--- src/design/sprite_macros.svh ---
//----------------------------------------------------------
// sprite geometry and register map
// coordinates are two's complement and SPR_COORD_W bits wide
// register addresses assume a 3 bit address bus
//----------------------------------------------------------
`ifndef SPRITE_MACROS_SVH
`define SPRITE_MACROS_SVH

`define SPR_COORD_W         12      // incl sign bit

// frame geometry in pixels
`define SPR_H_VISIBLE       32
`define SPR_H_TOTAL         40
`define SPR_V_VISIBLE       24      // also the ground line
`define SPR_V_TOTAL         30

// register map
`define SPR_ADDR_START_X    3'd0
`define SPR_ADDR_START_Y    3'd1
`define SPR_ADDR_SIZE_X     3'd2
`define SPR_ADDR_SIZE_Y     3'd3
`define SPR_ADDR_STEP_X     3'd4
`define SPR_ADDR_JUMP_SPEED 3'd5
`define SPR_ADDR_MAX_FALL   3'd6
`define SPR_ADDR_CONTROL    3'd7    // bit 0 requests a reload

// register values after reset
`define SPR_DEF_START_X     4
`define SPR_DEF_START_Y     10
`define SPR_DEF_SIZE_X      4
`define SPR_DEF_SIZE_Y      4
`define SPR_DEF_STEP_X      1
`define SPR_DEF_JUMP_SPEED  4
`define SPR_DEF_MAX_FALL    4

`endif

--- src/design/spritePkg.sv ---
//----------------------------------------------------------
// shared types of the sprite block
// speeds are signed but only small positive values make sense
//----------------------------------------------------------
`default_nettype none

`include "sprite_macros.svh"

package spritePkg;

	typedef logic signed [`SPR_COORD_W-1:0] coordT;   // screen coordinate
	typedef logic        [5:0]              sizeT;    // rect width or height
	typedef logic signed [5:0]              speedT;   // pixels per frame
	typedef logic        [2:0]              regAddrT;
	typedef logic        [11:0]             cfgDataT; // target takes the low bits

	// vertical motion
	typedef enum logic [1:0]
	{
		grounded,
		rising,
		falling
	} jumpStateT;

endpackage

`default_nettype wire

--- src/design/frameTiming.sv ---
//----------------------------------------------------------
// raster scan of a 40x30 frame with a 32x24 visible area
// one pixel per clock and scan restarts at 0,0 after reset
// frameEnd is combinational from the counters
//----------------------------------------------------------
`timescale 1ns/1ns
`default_nettype none

`include "sprite_macros.svh"

module frameTiming
(
	input  logic              iClk,
	input  logic              rstN,
	output spritePkg::coordT  scanX,
	output spritePkg::coordT  scanY,
	output logic              scanVisible,
	output logic              frameEnd
);

	localparam spritePkg::coordT lastCol = spritePkg::coordT'(`SPR_H_TOTAL - 1);
	localparam spritePkg::coordT lastRow = spritePkg::coordT'(`SPR_V_TOTAL - 1);
	localparam spritePkg::coordT visCols = spritePkg::coordT'(`SPR_H_VISIBLE);
	localparam spritePkg::coordT visRows = spritePkg::coordT'(`SPR_V_VISIBLE);

	logic lineEnd;      // last column of any row
	logic rowWrap;      // last row reached

	assign lineEnd = (scanX == lastCol);
	assign rowWrap = (scanY == lastRow);

	//----------------------------------------------------------
	// scan counters
	//----------------------------------------------------------
	always_ff @(posedge iClk)
	begin
		if (!rstN)
		begin
			scanX <= '0;
			scanY <= '0;
		end
		else if (lineEnd)
		begin
			scanX <= '0;                // new line
			if (rowWrap)
				scanY <= '0;            // new frame
			else
				scanY <= scanY + spritePkg::coordT'(1);
		end
		else
		begin
			scanX <= scanX + spritePkg::coordT'(1);
		end
	end

	// counters never go negative so signed compare is safe
	assign scanVisible = (scanX < visCols) && (scanY < visRows);
	assign frameEnd    = lineEnd && rowWrap;   // col 39 row 29

	// single cycle pulse every 1200 clocks
	frameEndPulse: assert property (@(posedge iClk) disable iff (!rstN)
		frameEnd |=> !frameEnd)
		else $error("frameEnd held for more than one cycle");

endmodule

`default_nettype wire

--- src/design/motionRegs.sv ---
//----------------------------------------------------------
// sprite settings with a valid/ready write port
// writes stall for the frame-end cycle only
// reloadReq holds until the next frame end
//----------------------------------------------------------
`timescale 1ns/1ns
`default_nettype none

`include "sprite_macros.svh"

module motionRegs
(
	input  logic                iClk,
	input  logic                rstN,
	input  logic                cfgValid,
	input  spritePkg::regAddrT  cfgAddr,
	input  spritePkg::cfgDataT  cfgData,
	input  logic                frameEnd,
	output logic                cfgReady,
	output spritePkg::coordT    startX,
	output spritePkg::coordT    startY,
	output spritePkg::sizeT     sizeX,
	output spritePkg::sizeT     sizeY,
	output spritePkg::speedT    stepX,
	output spritePkg::speedT    jumpSpeed,
	output spritePkg::speedT    maxFall,
	output logic                reloadReq
);

	logic wrEn;     // handshake completes

	assign cfgReady = !frameEnd;            // settings frozen in update cycle
	assign wrEn     = cfgValid && cfgReady;

	//----------------------------------------------------------
	// setting registers
	//----------------------------------------------------------
	always_ff @(posedge iClk)
	begin
		if (!rstN)
		begin
			startX    <= spritePkg::coordT'(`SPR_DEF_START_X);
			startY    <= spritePkg::coordT'(`SPR_DEF_START_Y);
			sizeX     <= spritePkg::sizeT'(`SPR_DEF_SIZE_X);
			sizeY     <= spritePkg::sizeT'(`SPR_DEF_SIZE_Y);
			stepX     <= spritePkg::speedT'(`SPR_DEF_STEP_X);
			jumpSpeed <= spritePkg::speedT'(`SPR_DEF_JUMP_SPEED);
			maxFall   <= spritePkg::speedT'(`SPR_DEF_MAX_FALL);
		end
		else if (wrEn)
		begin
			case (cfgAddr)
				`SPR_ADDR_START_X:    startX    <= $signed(cfgData);
				`SPR_ADDR_START_Y:    startY    <= $signed(cfgData);
				`SPR_ADDR_SIZE_X:     sizeX     <= cfgData[5:0];
				`SPR_ADDR_SIZE_Y:     sizeY     <= cfgData[5:0];
				`SPR_ADDR_STEP_X:     stepX     <= $signed(cfgData[5:0]);
				`SPR_ADDR_JUMP_SPEED: jumpSpeed <= $signed(cfgData[5:0]);
				`SPR_ADDR_MAX_FALL:   maxFall   <= $signed(cfgData[5:0]);
				default:              ;         // control has no storage
			endcase
		end
	end

	// reload flag, consumed by the next position update
	always_ff @(posedge iClk)
	begin
		if (!rstN)
			reloadReq <= 1'b0;
		else if (frameEnd)
			reloadReq <= 1'b0;
		else if (wrEn && (cfgAddr == `SPR_ADDR_CONTROL) && cfgData[0])
			reloadReq <= 1'b1;
	end

	// master side of the handshake
	requestHeld: assert property (@(posedge iClk) disable iff (!rstN)
		(cfgValid && !cfgReady) |=> (cfgValid && $stable(cfgAddr) && $stable(cfgData)))
		else $error("cfg request dropped or changed while stalled");

endmodule

`default_nettype wire

--- src/design/squarePosGen.sv ---
//----------------------------------------------------------
// moves the sprite rectangle once per frame
// no horizontal clamp so edges may go negative
// ground line is the first row below the visible area
//----------------------------------------------------------
`timescale 1ns/1ns
`default_nettype none

`include "sprite_macros.svh"

module squarePosGen
(
	input  logic              iClk,
	input  logic              rstN,
	input  logic              frameEnd,
	input  logic              reloadReq,
	input  logic              moveLeft,
	input  logic              moveRight,
	input  logic              jumpPress,
	input  spritePkg::coordT  startX,
	input  spritePkg::coordT  startY,
	input  spritePkg::sizeT   sizeX,
	input  spritePkg::sizeT   sizeY,
	input  spritePkg::speedT  stepX,
	input  spritePkg::speedT  jumpSpeed,
	input  spritePkg::speedT  maxFall,
	output logic              posValid,
	output spritePkg::coordT  leftX,
	output spritePkg::coordT  rightX,
	output spritePkg::coordT  topY,
	output spritePkg::coordT  bottomY
);

	localparam spritePkg::coordT groundY = spritePkg::coordT'(`SPR_V_VISIBLE);
	localparam spritePkg::coordT defLeft = spritePkg::coordT'(`SPR_DEF_START_X);
	localparam spritePkg::coordT defTop  = spritePkg::coordT'(`SPR_DEF_START_Y);

	spritePkg::jumpStateT jumpState;
	spritePkg::jumpStateT nextState;
	spritePkg::speedT     speed;        // magnitude in current direction
	spritePkg::speedT     nextSpeed;
	spritePkg::speedT     riseSpeed;
	spritePkg::speedT     fallSpeed;
	spritePkg::coordT     nextLeft;
	spritePkg::coordT     nextTop;
	spritePkg::coordT     probeBottom;  // bottom edge before landing
	spritePkg::coordT     sizeXExt;
	spritePkg::coordT     sizeYExt;
	spritePkg::coordT     stepExt;
	spritePkg::coordT     jumpExt;
	logic                 land;

	// size is unsigned so this zero extends
	assign sizeXExt = spritePkg::coordT'(sizeX);
	assign sizeYExt = spritePkg::coordT'(sizeY);
	assign stepExt  = spritePkg::coordT'(stepX);        // sign extend
	assign jumpExt  = spritePkg::coordT'(jumpSpeed);

	// gravity: one unit per frame in each direction
	assign riseSpeed = speed - spritePkg::speedT'(1);
	assign fallSpeed = (speed >= maxFall) ? maxFall : speed + spritePkg::speedT'(1);

	//----------------------------------------------------------
	// next position
	//----------------------------------------------------------
	always_comb
	begin
		nextLeft  = leftX;
		nextTop   = topY;
		nextSpeed = speed;
		nextState = jumpState;

		if (reloadReq)
		begin
			nextLeft  = startX;         // back to start point
			nextTop   = startY;
			nextSpeed = '0;
			nextState = spritePkg::grounded;
		end
		else
		begin
			// both or neither button keeps x
			if (moveLeft && !moveRight)
				nextLeft = leftX - stepExt;
			else if (moveRight && !moveLeft)
				nextLeft = leftX + stepExt;

			case (jumpState)
				spritePkg::grounded:
				begin
					if (jumpPress)
					begin
						nextSpeed = jumpSpeed;
						nextTop   = topY - jumpExt;   // first step up
						nextState = spritePkg::rising;
					end
					else if (bottomY < groundY)
					begin
						nextState = spritePkg::falling; // nothing underneath
					end
				end
				spritePkg::rising:
				begin
					if (riseSpeed <= 0)
					begin
						nextSpeed = '0;                 // apex
						nextState = spritePkg::falling;
					end
					else
					begin
						nextSpeed = riseSpeed;
						nextTop   = topY - spritePkg::coordT'(riseSpeed);
					end
				end
				default:                                // falling
				begin
					nextSpeed = fallSpeed;
					nextTop   = topY + spritePkg::coordT'(fallSpeed);
				end
			endcase
		end

		// landing on the ground line
		probeBottom = nextTop + sizeYExt;
		land = (probeBottom > groundY) ||
			((probeBottom == groundY) && (nextState == spritePkg::falling));
		if (land)
		begin
			nextTop   = groundY - sizeYExt;
			nextSpeed = '0;
			nextState = spritePkg::grounded;
		end
	end

	//----------------------------------------------------------
	// frame update
	//----------------------------------------------------------
	always_ff @(posedge iClk)
	begin
		if (!rstN)
		begin
			posValid  <= 1'b0;
			leftX     <= defLeft;
			topY      <= defTop;
			rightX    <= defLeft + spritePkg::coordT'(`SPR_DEF_SIZE_X);
			bottomY   <= defTop + spritePkg::coordT'(`SPR_DEF_SIZE_Y);
			speed     <= '0;
			jumpState <= spritePkg::grounded;
		end
		else
		begin
			posValid <= frameEnd;       // edges new while high
			if (frameEnd)
			begin
				leftX     <= nextLeft;
				topY      <= nextTop;
				rightX    <= nextLeft + sizeXExt;
				bottomY   <= nextTop + sizeYExt;
				speed     <= nextSpeed;
				jumpState <= nextState;
			end
		end
	end

	// sprite never sinks into the ground
	onGround: assert property (@(posedge iClk) disable iff (!rstN)
		posValid |=> (bottomY <= groundY))
		else $error("bottom edge below ground line");

endmodule

`default_nettype wire

--- src/design/squareRaster.sv ---
//----------------------------------------------------------
// marks scanned pixels inside the sprite rectangle
// left and top edges inclusive and right and bottom exclusive
// all outputs lag the scan by one clock
//----------------------------------------------------------
`timescale 1ns/1ns
`default_nettype none

module squareRaster
(
	input  logic              iClk,
	input  logic              rstN,
	input  spritePkg::coordT  scanX,
	input  spritePkg::coordT  scanY,
	input  logic              scanVisible,
	input  spritePkg::coordT  leftX,
	input  spritePkg::coordT  rightX,
	input  spritePkg::coordT  topY,
	input  spritePkg::coordT  bottomY,
	output spritePkg::coordT  pixelX,
	output spritePkg::coordT  pixelY,
	output logic              pixelVisible,
	output logic              pixelOn
);

	logic insideX;
	logic insideY;

	// signed compares so off-screen edges work
	assign insideX = (scanX >= leftX) && (scanX < rightX);
	assign insideY = (scanY >= topY) && (scanY < bottomY);

	always_ff @(posedge iClk)
	begin
		if (!rstN)
		begin
			pixelVisible <= 1'b0;
			pixelOn      <= 1'b0;
		end
		else
		begin
			pixelVisible <= scanVisible;
			pixelOn      <= scanVisible && insideX && insideY;
		end
		pixelX <= scanX;                // position aligned with pixelOn
		pixelY <= scanY;
	end

endmodule

`default_nettype wire

--- src/design/spriteMotionTop.sv ---
//----------------------------------------------------------
// sprite motion subsystem top
// buttons are levels sampled at frame end
//----------------------------------------------------------
`timescale 1ns/1ns
`default_nettype none

module spriteMotionTop
(
	input  logic                iClk,
	input  logic                rstN,
	input  logic                cfgValid,
	output logic                cfgReady,
	input  spritePkg::regAddrT  cfgAddr,
	input  spritePkg::cfgDataT  cfgData,
	input  logic                moveLeft,
	input  logic                moveRight,
	input  logic                jumpPress,
	output logic                posValid,
	output spritePkg::coordT    leftX,
	output spritePkg::coordT    rightX,
	output spritePkg::coordT    topY,
	output spritePkg::coordT    bottomY,
	output spritePkg::coordT    pixelX,
	output spritePkg::coordT    pixelY,
	output logic                pixelVisible,
	output logic                pixelOn
);

	//----------------------------------------------------------
	// internal nets
	//----------------------------------------------------------
	spritePkg::coordT scanX;
	spritePkg::coordT scanY;
	logic             scanVisible;
	logic             frameEnd;         // update strobe
	spritePkg::coordT startX;
	spritePkg::coordT startY;
	spritePkg::sizeT  sizeX;
	spritePkg::sizeT  sizeY;
	spritePkg::speedT stepX;
	spritePkg::speedT jumpSpeed;
	spritePkg::speedT maxFall;
	logic             reloadReq;

	frameTiming timingInst
	(
		.iClk        (iClk),
		.rstN        (rstN),
		.scanX       (scanX),
		.scanY       (scanY),
		.scanVisible (scanVisible),
		.frameEnd    (frameEnd)
	);

	motionRegs regsInst
	(
		.iClk      (iClk),
		.rstN      (rstN),
		.cfgValid  (cfgValid),
		.cfgAddr   (cfgAddr),
		.cfgData   (cfgData),
		.frameEnd  (frameEnd),
		.cfgReady  (cfgReady),
		.startX    (startX),
		.startY    (startY),
		.sizeX     (sizeX),
		.sizeY     (sizeY),
		.stepX     (stepX),
		.jumpSpeed (jumpSpeed),
		.maxFall   (maxFall),
		.reloadReq (reloadReq)
	);

	squarePosGen posGenInst
	(
		.iClk      (iClk),
		.rstN      (rstN),
		.frameEnd  (frameEnd),
		.reloadReq (reloadReq),
		.moveLeft  (moveLeft),
		.moveRight (moveRight),
		.jumpPress (jumpPress),
		.startX    (startX),
		.startY    (startY),
		.sizeX     (sizeX),
		.sizeY     (sizeY),
		.stepX     (stepX),
		.jumpSpeed (jumpSpeed),
		.maxFall   (maxFall),
		.posValid  (posValid),
		.leftX     (leftX),
		.rightX    (rightX),
		.topY      (topY),
		.bottomY   (bottomY)
	);

	squareRaster rasterInst
	(
		.iClk         (iClk),
		.rstN         (rstN),
		.scanX        (scanX),
		.scanY        (scanY),
		.scanVisible  (scanVisible),
		.leftX        (leftX),
		.rightX       (rightX),
		.topY         (topY),
		.bottomY      (bottomY),
		.pixelX       (pixelX),
		.pixelY       (pixelY),
		.pixelVisible (pixelVisible),
		.pixelOn      (pixelOn)
	);

endmodule

`default_nettype wire

--- config.mk ---
export PLATFORM = sky130hd
export DESIGN_NAME = spriteMotionTop
export DESIGN_NICKNAME = d
export VERILOG_FILES = /design/src/design/spritePkg.sv /design/src/design/frameTiming.sv /design/src/design/motionRegs.sv /design/src/design/squarePosGen.sv /design/src/design/squareRaster.sv /design/src/design/spriteMotionTop.sv
export VERILOG_INCLUDE_DIRS = /design/src /design/src/design
export SDC_FILE = /design/constraint.sdc
export NUM_CORES = 1
export LEC_CHECK = 0
export BUFFER_PORTS_ARGS = -buffer_cell sky130_fd_sc_hd__buf_4
export CAP_MARGIN = 20
export CORE_UTILIZATION = 55
export DETAILED_ROUTE_END_ITERATION = 10
export PLACE_DENSITY = 0.78
export SYNTH_ARGS = -nofsm -noshare
export SYNTH_HDL_FRONTEND = slang
export SYNTH_SLANG_ARGS = --single-unit
export TNS_END_PERCENT = 10
--- constraint.sdc ---
create_clock -name iClk -period 10.7 [get_ports iClk]
set_input_delay 1.605 -clock iClk [delete_from_list [all_inputs] [get_ports iClk]]
set_output_delay 1.605 -clock iClk [all_outputs]
set_load 0.03 [all_outputs]
==> metrics.csv, run 1 <==
stage;metric;value;unit
min_path;HP Start;timingInst.scanX[1];
finish;area grow syn2layout;12.8;%
drt;DR pass1 iterations;7;
drt;residual DRC count;0;
cts;Reg clk slew, reported paths;70;ps
cts;PostCTS Resize Cnt;0;
global_route;Overflow after GRT;0;
floorplanning;die height;148;um
cts;Num CTS Buffers;17;
finish;Cell Count, Final, Fillers Out;1752;
finish;commonest non-fill, non-tap cell in the layout;dfxtp_1;
global_route;initial antenna violation count;0;
finish;fin nets;1631;
synth;Synth Flop Type;dfxtp_1;
synth;Post-Syn Instances;1396;
drt;DR WL/cell;18.6;um
cts;clk_lat worst skew;430;ps
placed_design;DP HPWL;24100;um
finish;Multi-input gate area;7850;um^2
pwr;Sw Share;26.8;%
sta;RSZ-0062 raised after global routing;no;
floorplanning;Die Footprint;21800;um^2
pwr;Peak VDD IR;110;uV
drt;Via density;5.94;
finish;Reg area;3240;um^2
finish;antenna diode count;0;
drt;Via Count;10400;
synth;syn avg cell area;8.36;um^2
setup_path;CP required;11050;ps
synth;Seq/Total Area, Yosys;27.8;%
finish;most frequent cells in the layout;dfxtp_1, ha_1, nand2_1;
pwr;register share of total power;44.4;%
cts;Post-CTS Hold Fix Bufs;0;
cts;Setup Buffers After CTS;0;
placed_design;placed cells;1718;
synth;EDFF count, synth;0;
pwr;power per cell area;105;nW/um^2
cts;Max H-tree Level;4;
placed_design;GP Congestion;0.924;
synth;distinct cell type count after synthesis;77;
finish;layout cell share with drive strength beyond 1;10.9;%
drt;antenna-violating nets left;0;
synth;Synth area leaders;dfxtp_1, ha_1, mux2i_1;
setup_path;critical path's largest stage delay;760;ps
synth;Post-Syn Area;11700;um^2
min_path;hold path depth;0;
finish;filler instances;1750;
sta;Final Skew;11.4;ps
run_status;status;finished clean;
sta;Final Max Tran Viols;0;
pwr;clock group share of total power;43.5;%
setup_path;Reg2Reg Depth;28;
setup_path;critical path class;flop to flop;
synth;Yosys Warn Count;0;
drt;Post-Route WL;32600;um
sta;Final Hold Viols;0;
sta;Relative slew margins;32.6;%
synth;register bit count reported by yosys;162;
synth;top cell type by total area after synthesis;dfxtp_1;
global_route;largest net degree at the start of global routing;107;
cts;clock sink total;162;
sta;total negative slack;0;ps
flow_run;Max Cap Viol;0;
global_route;total track usage;30.7;%
setup_path;R2R Path Start;posGenInst.speed[5];
pwr;Pint;0.00102;W
floorplanning;# rows;52;
pwr;Logic pwr share;12.1;%
sta;Max Clock Freq;0.117;GHz
setup_path;most frequent cell on the critical path;ha_1;
setup_path;CP Max Fanout;20;
synth;Syn Nets;1557;
placed_design;Port Buffers;96;
sta;Final period util;79.7;%
global_route;first-pass GRT wire length;52800;um
pwr;switching pwr;0.000371;W
setup_path;Worst Setup End Kind;flop;
setup_path;Worst path slowest cell;a2111oi_0;
cts;clock buffer depth;2;
synth;area fraction of the dominant cell type after synthesis;27.8;%
synth;FFs w/ async S/R, synth;0;%
setup_path;startpoint types;flop;
floorplanning;Starting Density;57.0;%
global_route;vias in the first global route;10000;
min_path;worst hold path class;flop to flop;
floorplanning;Die Span X;148;um
drt;Initial DRC Count;742;
cts;Clock Tree Root;clkbuf_16;
setup_path;critical path arrival;8880;ps
sta;min Tclk post-route;8520;ps
pwr;Static Leak;5.94;nW
floorplanning;core area;20500;um^2
sta;worst-margin pin slew;1010;ps
setup_path;CP Launch Point;posGenInst.speed[5];
floorplanning;num ports;97;
cts;CTS tree;built;
sta;final setup violating endpoints;0;
==> Yosys cell counts (all sizes together) (20+ instances only) <==
cell type and instances:
ha 132, nand2b 20, nand3 26, nor2b 72, o21ai 67, mux2i 63
clkbuf 43, nor3 27, xnor2 50, inv 99, a21o 43, nand2 127
a21oi 78, dfxtp 162, nor2 94, xor2 37
==> final timing paths <==
check	slack (ps)	to
setup / recovery	2180	posGenInst.bottomY[10]
hold reg to reg	420	rasterInst.pixelX[1]
hold / removal	420	rasterInst.pixelX[1]
setup reg to reg	2180	posGenInst.bottomY[10]
==> stage by stage <==
stage | utilization (%) | setup slack, ps | total power [W] | area, um^2 | hold slack (ps)
2_1_floorplan | - | 3530 | 0.000753 | 11700 | 386
3_3_place_gp | 61.4 | 2650 | 0.000790 | 12600 | 408
3_5_place_dp | 61.4 | 2430 | 0.000793 | 12600 | 408
4_1_cts | 64.2 | 2310 | 0.00139 | 13200 | 417
5_1_grt | 64.3 | 1500 | 0.00143 | 13200 | 429
6_report | 64.3 | 2180 | 0.00139 | 13200 | 418
==> critical path, delay by kind of cell (launching register included) <==
kind / cells / cell delay, ps
multiplexers: 2 / 1060
XOR/XNOR: 1 / 220
AND/OR/NAND/NOR: 6 / 1090
AO/OA/AOI/OAI: 14 / 4250
flip-flops: 1 / 390
buffers and inverters: 1 / 60
adder cells (fa/ha/maj): 4 / 1350
==> cell families after synthesis <==
family	count (synthesis)	synth area share, %
buffers and inverters	151	5.04
AOI/OAI and AO/OA	349	20.5
and+or+nand+nor	437	18.5
xor gates and xnor gates	87	6.53
muxes	70	6.11
adders and majority gates	140	15.5
DFF	162	27.8
==> layout make-up <==
class,count,share of cell area (%)
clock buffers,19,3.44
clock inverters,12,0.931
inverters,100,2.85
multi-input cells,1083,59.6
flip-flops and latches,162,24.6
well taps,270,2.56
repair buffers,106,5.98
==> power groups by stage <==
stage	logic (W)	clock network [W]	registers, W
global placement	0.000161	0	0.000629
detailed placement	0.000164	0	0.000630
CTS	0.000165	0.000608	0.000616
floorplan	0.000123	0	0.000630
finish	0.000167	0.000604	0.000616
global route	0.000183	0.000635	0.000617
==> sequential cells by signal, summed over array words and instances, names as in the netlist, 2 cells and up <==
name                  count
timingInst.scanY         12
regsInst.sizeX            6
posGenInst.bottomY       12
regsInst.maxFall          6
rasterInst.pixelY        12
posGenInst.jumpState      2
posGenInst.leftX         12
regsInst.jumpSpeed        6
regsInst.sizeY            6
timingInst.scanX         12
posGenInst.topY          12
regsInst.startY          12
regsInst.stepX            6
posGenInst.rightX        12
rasterInst.pixelX        12
posGenInst.speed          6
regsInst.startX          12
==> metal layers <==
layer  vias up  routed length, um  global-route usage, %
met1      4897              14200                   39.3
li1       5105                  -                      -
met2       345              15500                   52.2
met3        64               1840                   4.10
met4         0               1030                   12.0
met5         -                  0                      0
No activity file was read; power rests on OpenSTA's default activity.
==> run 2, diff against run 1 <==
--- a/config.mk
+++ b/config.mk
@@ -6,11 +6,12 @@
 export SDC_FILE = /design/constraint.sdc
 export NUM_CORES = 1
 export LEC_CHECK = 0
+export ABC_AREA = 1
 export BUFFER_PORTS_ARGS = -buffer_cell sky130_fd_sc_hd__buf_4
 export CAP_MARGIN = 20
 export CORE_UTILIZATION = 55
 export DETAILED_ROUTE_END_ITERATION = 10
-export PLACE_DENSITY = 0.78
+export PLACE_DENSITY = 0.81
 export SYNTH_ARGS = -nofsm -noshare
 export SYNTH_HDL_FRONTEND = slang
 export SYNTH_SLANG_ARGS = --single-unit
==> constraint.sdc (replaced) <==
create_clock -name iClk -period 7.06 [get_ports iClk]
set_input_delay 1.059 -clock iClk [delete_from_list [all_inputs] [get_ports iClk]]
set_output_delay 1.059 -clock iClk [all_outputs]
set_load 0.03 [all_outputs]
==> run 2 against run 1 <==
  * Clock-buffer cell count fell by 1
  * Final area rose by 2.4%
  * Clock power rose by 57%
  * Fmax rose by 28%
  * Hold slack improved by 1.0 ps
  * Largest cell class unchanged
==> metrics.csv, run 2 <==
stage;metric;value;unit
run_status;status;finished clean;
synth;adder-cell area share of the yosys netlist;15.3;%
global_route;largest net degree at the start of global routing;62;
setup_path;most frequent cell on the critical path;nand2_1;
min_path;worst hold path class;flop to flop;
setup_path;critical path's largest stage delay;410;ps
synth;syn avg cell area;6.81;um^2
drt;residual DRC count;0;
drt;Via density;5.67;
global_route;met3 usage;3.93;%
floorplanning;die height;149;um
sta;min Tclk post-route;6640;ps
synth;synth cell count leaders;nand2_1, inv_1, dfxtp_1, a21oi_1, nor2_1;
sta;Final Max Tran Viols;0;
synth;Yosys Warn Count;0;
placed_design;DP HPWL;27100;um
global_route;initial antenna violation count;0;
drt;Initial DRC Count;1016;
drt;Post-Route WL;35700;um
setup_path;startpoint types;flop;
sta;Relative slew margins;44.4;%
synth;EDFF count, synth;0;
finish;most frequent cells in the layout;nand2_1, inv_1, dfxtp_1;
setup_path;critical path class;flop to flop;
sta;final setup violating endpoints;0;
placed_design;Setup WS pre-CTS;-122;ps
sta;Max Clock Freq;0.151;GHz
synth;Synth area leaders;dfxtp_1, ha_1, nand2_1;
sta;Min Hold Slack;419;ps
finish;fin util;64.2;%
pwr;Static Leak;6.40;nW
pwr;switching pwr;0.000710;W
synth;FFs w/ async S/R, synth;0;%
drt;Via Count;12000;
pwr;clock group share of total power;41.5;%
finish;layout cell share with drive strength beyond 1;11.4;%
synth;register bit count reported by yosys;162;
sta;total negative slack;0;ps
synth;Synth Area in XOR/XNOR;2.52;%
flow_run;Max Cap Viol;0;
synth;top cell type by total area after synthesis;dfxtp_1;
finish;fin nets;1988;
sta;RSZ-0062 raised after global routing;yes;
floorplanning;core area;21000;um^2
pwr;power per cell area;169;nW/um^2
synth;largest family of logic cells by synthesized area;simple AND/OR/NAND/NOR gates;
cts;Num CTS Buffers;17;
setup_path;Worst Setup End Kind;flop;
floorplanning;num ports;97;
synth;Synth Flop Type;dfxtp_1;
cts;Max H-tree Level;4;
pwr;Pint;0.00157;W
placed_design;GP Congestion;0.952;
finish;filler instances;1845;
cts;Clock Tree Root;clkbuf_16;
synth;Post-Syn Instances;1733;
drt;DR pass1 iterations;8;
synth;distinct cell type count after synthesis;54;
floorplanning;Die Span X;149;um
finish;commonest non-fill, non-tap cell in the layout;nand2_1;
pwr;register share of total power;41.1;%
synth;Seq/Total Area, Yosys;27.5;%
synth;Synth Area in Compound Gates;18.7;%
placed_design;Port Buffers;96;
cts;clk_lat worst skew;450;ps
drt;antenna-violating nets left;0;
finish;area grow syn2layout;14.2;%
setup_path;CP Buf/Inv Count;4;
sta;crit path setup slack, layout;421;ps
cts;CTS tree;built;
synth;Synth Area in Simple Gates;25.5;%
floorplanning;# rows;53;
global_route;Overflow after GRT;0;
cts;Reg clk slew, reported paths;70;ps
synth;post-synthesis mux area share;0;%
setup_path;CP required;7380;ps
global_route;first-pass GRT wire length;56600;um
global_route;total track usage;32.7;%
finish;antenna diode count;0;
pwr;Sw Share;31.1;%
drt;DR WL/cell;16.9;um
synth;area fraction of the dominant cell type after synthesis;27.5;%
sta;worst-margin pin slew;833;ps
cts;clock sink total;162;
synth;most common cell in the netlist;nand2_1;
setup_path;critical path's top delay family;simple AND/OR/NAND/NOR gates;
global_route;vias in the first global route;11200;
sta;Final Skew;20.4;ps
global_route;Top Usage Layer GRT;met2;
setup_path;critical path arrival;6960;ps
floorplanning;Die Footprint;22100;um^2
sta;Final period util;94.0;%
global_route;met1 Track Usage GR;41.9;%
sta;Final Hold Viols;0;
synth;Syn Nets;1894;
setup_path;CP Max Fanout;9;
cts;clock buffer depth;2;
synth;Post-Syn Area;11800;um^2
setup_path;Worst path slowest cell;fa_1;
cts;Post-CTS Hold Fix Bufs;0;
pwr;Peak VDD IR;200;uV
global_route;grt met2 use;54.5;%
pwr;Logic pwr share;17.4;%
floorplanning;Starting Density;56.2;%
-- run 2: changes by cell type after synthesis, moves of 40 or more --
cell	before	now
xnor2_1	50	10
nand2_1	126	340
mux2i_1	63	0
o21ai_0	66	133
a21oi_1	78	147
nor2_1	94	144
nor2b_1	72	0
inv_1	99	275
nand3_1	26	95
-- run 2: worst paths after layout --
path	start	endpoint	slack, ps	cells after the start
hold reg to reg	timingInst.scanX[8]	rasterInst.pixelX[8]	420	0
hold / removal	timingInst.scanX[8]	rasterInst.pixelX[8]	420	0
setup reg to reg	regsInst.maxFall[5]	posGenInst.bottomY[8]	420	43
setup / recovery	regsInst.maxFall[5]	posGenInst.bottomY[8]	420	43
-- run 2: timing repair --
action / in CTS / in global routing
gates cloned: 0 / 0
pin swaps: 0 / 3
setup buffers: 0 / 3
hold endpoints to repair: 0 / 0
gates resized for setup: 2 / 24
setup endpoints to repair: 6 / 9
-- run 2: cell type report --
cell class                 instances  area, um^2  area share [%]
inverter                         286        1080            8.00
multi-input combinational       1251        7400            54.9
clock inverter                    14         169            1.25
clock buffer                      18         429            3.18
timing repair buffer             109         818            6.07
tap                              275         344            2.55
sequential                       162        3250            24.1
-- run 2: per-stage QoR --
stage / cell area [um^2] / cells / power, W
4_1_cts: 13400 / 2112 / 0.00226
5_1_grt: 13500 / 2115 / 0.00237
3_5_place_dp: 12800 / 2080 / 0.00132
3_3_place_gp: 12800 / 2080 / 0.00131
2_1_floorplan: 11800 / 1733 / 0.00123
6_report: 13500 / 2115 / 0.00228
-- run 2: power by group through the flow --
stage | Combinational, W | Clock [W] | Sequential (W)
2_1_floorplan | 0.000274 | 0 | 0.000959
3_3_place_gp | 0.000356 | 0 | 0.000959
3_5_place_dp | 0.000363 | 0 | 0.000959
4_1_cts | 0.000368 | 0.000950 | 0.000938
5_1_grt | 0.000440 | 0.000991 | 0.000939
6_report | 0.000396 | 0.000946 | 0.000938
-- run 2: cells by family after synthesis --
family	count (synthesis)
buf+inv	320
fa+ha+maj	140
flops	162
simple gates	687
compound gates	390
xor+xnor	34
-- run 2: routing by layer --
layer | share of wire (%) | vias to the layer above | routed length (um)
met2 | 46 | 498 | 16600
met4 | 4.6 | 0 | 1640
li1 | - | 5950 | -
met5 | 0 | - | 0
met1 | 43 | 5443 | 15300
met3 | 6.3 | 109 | 2240
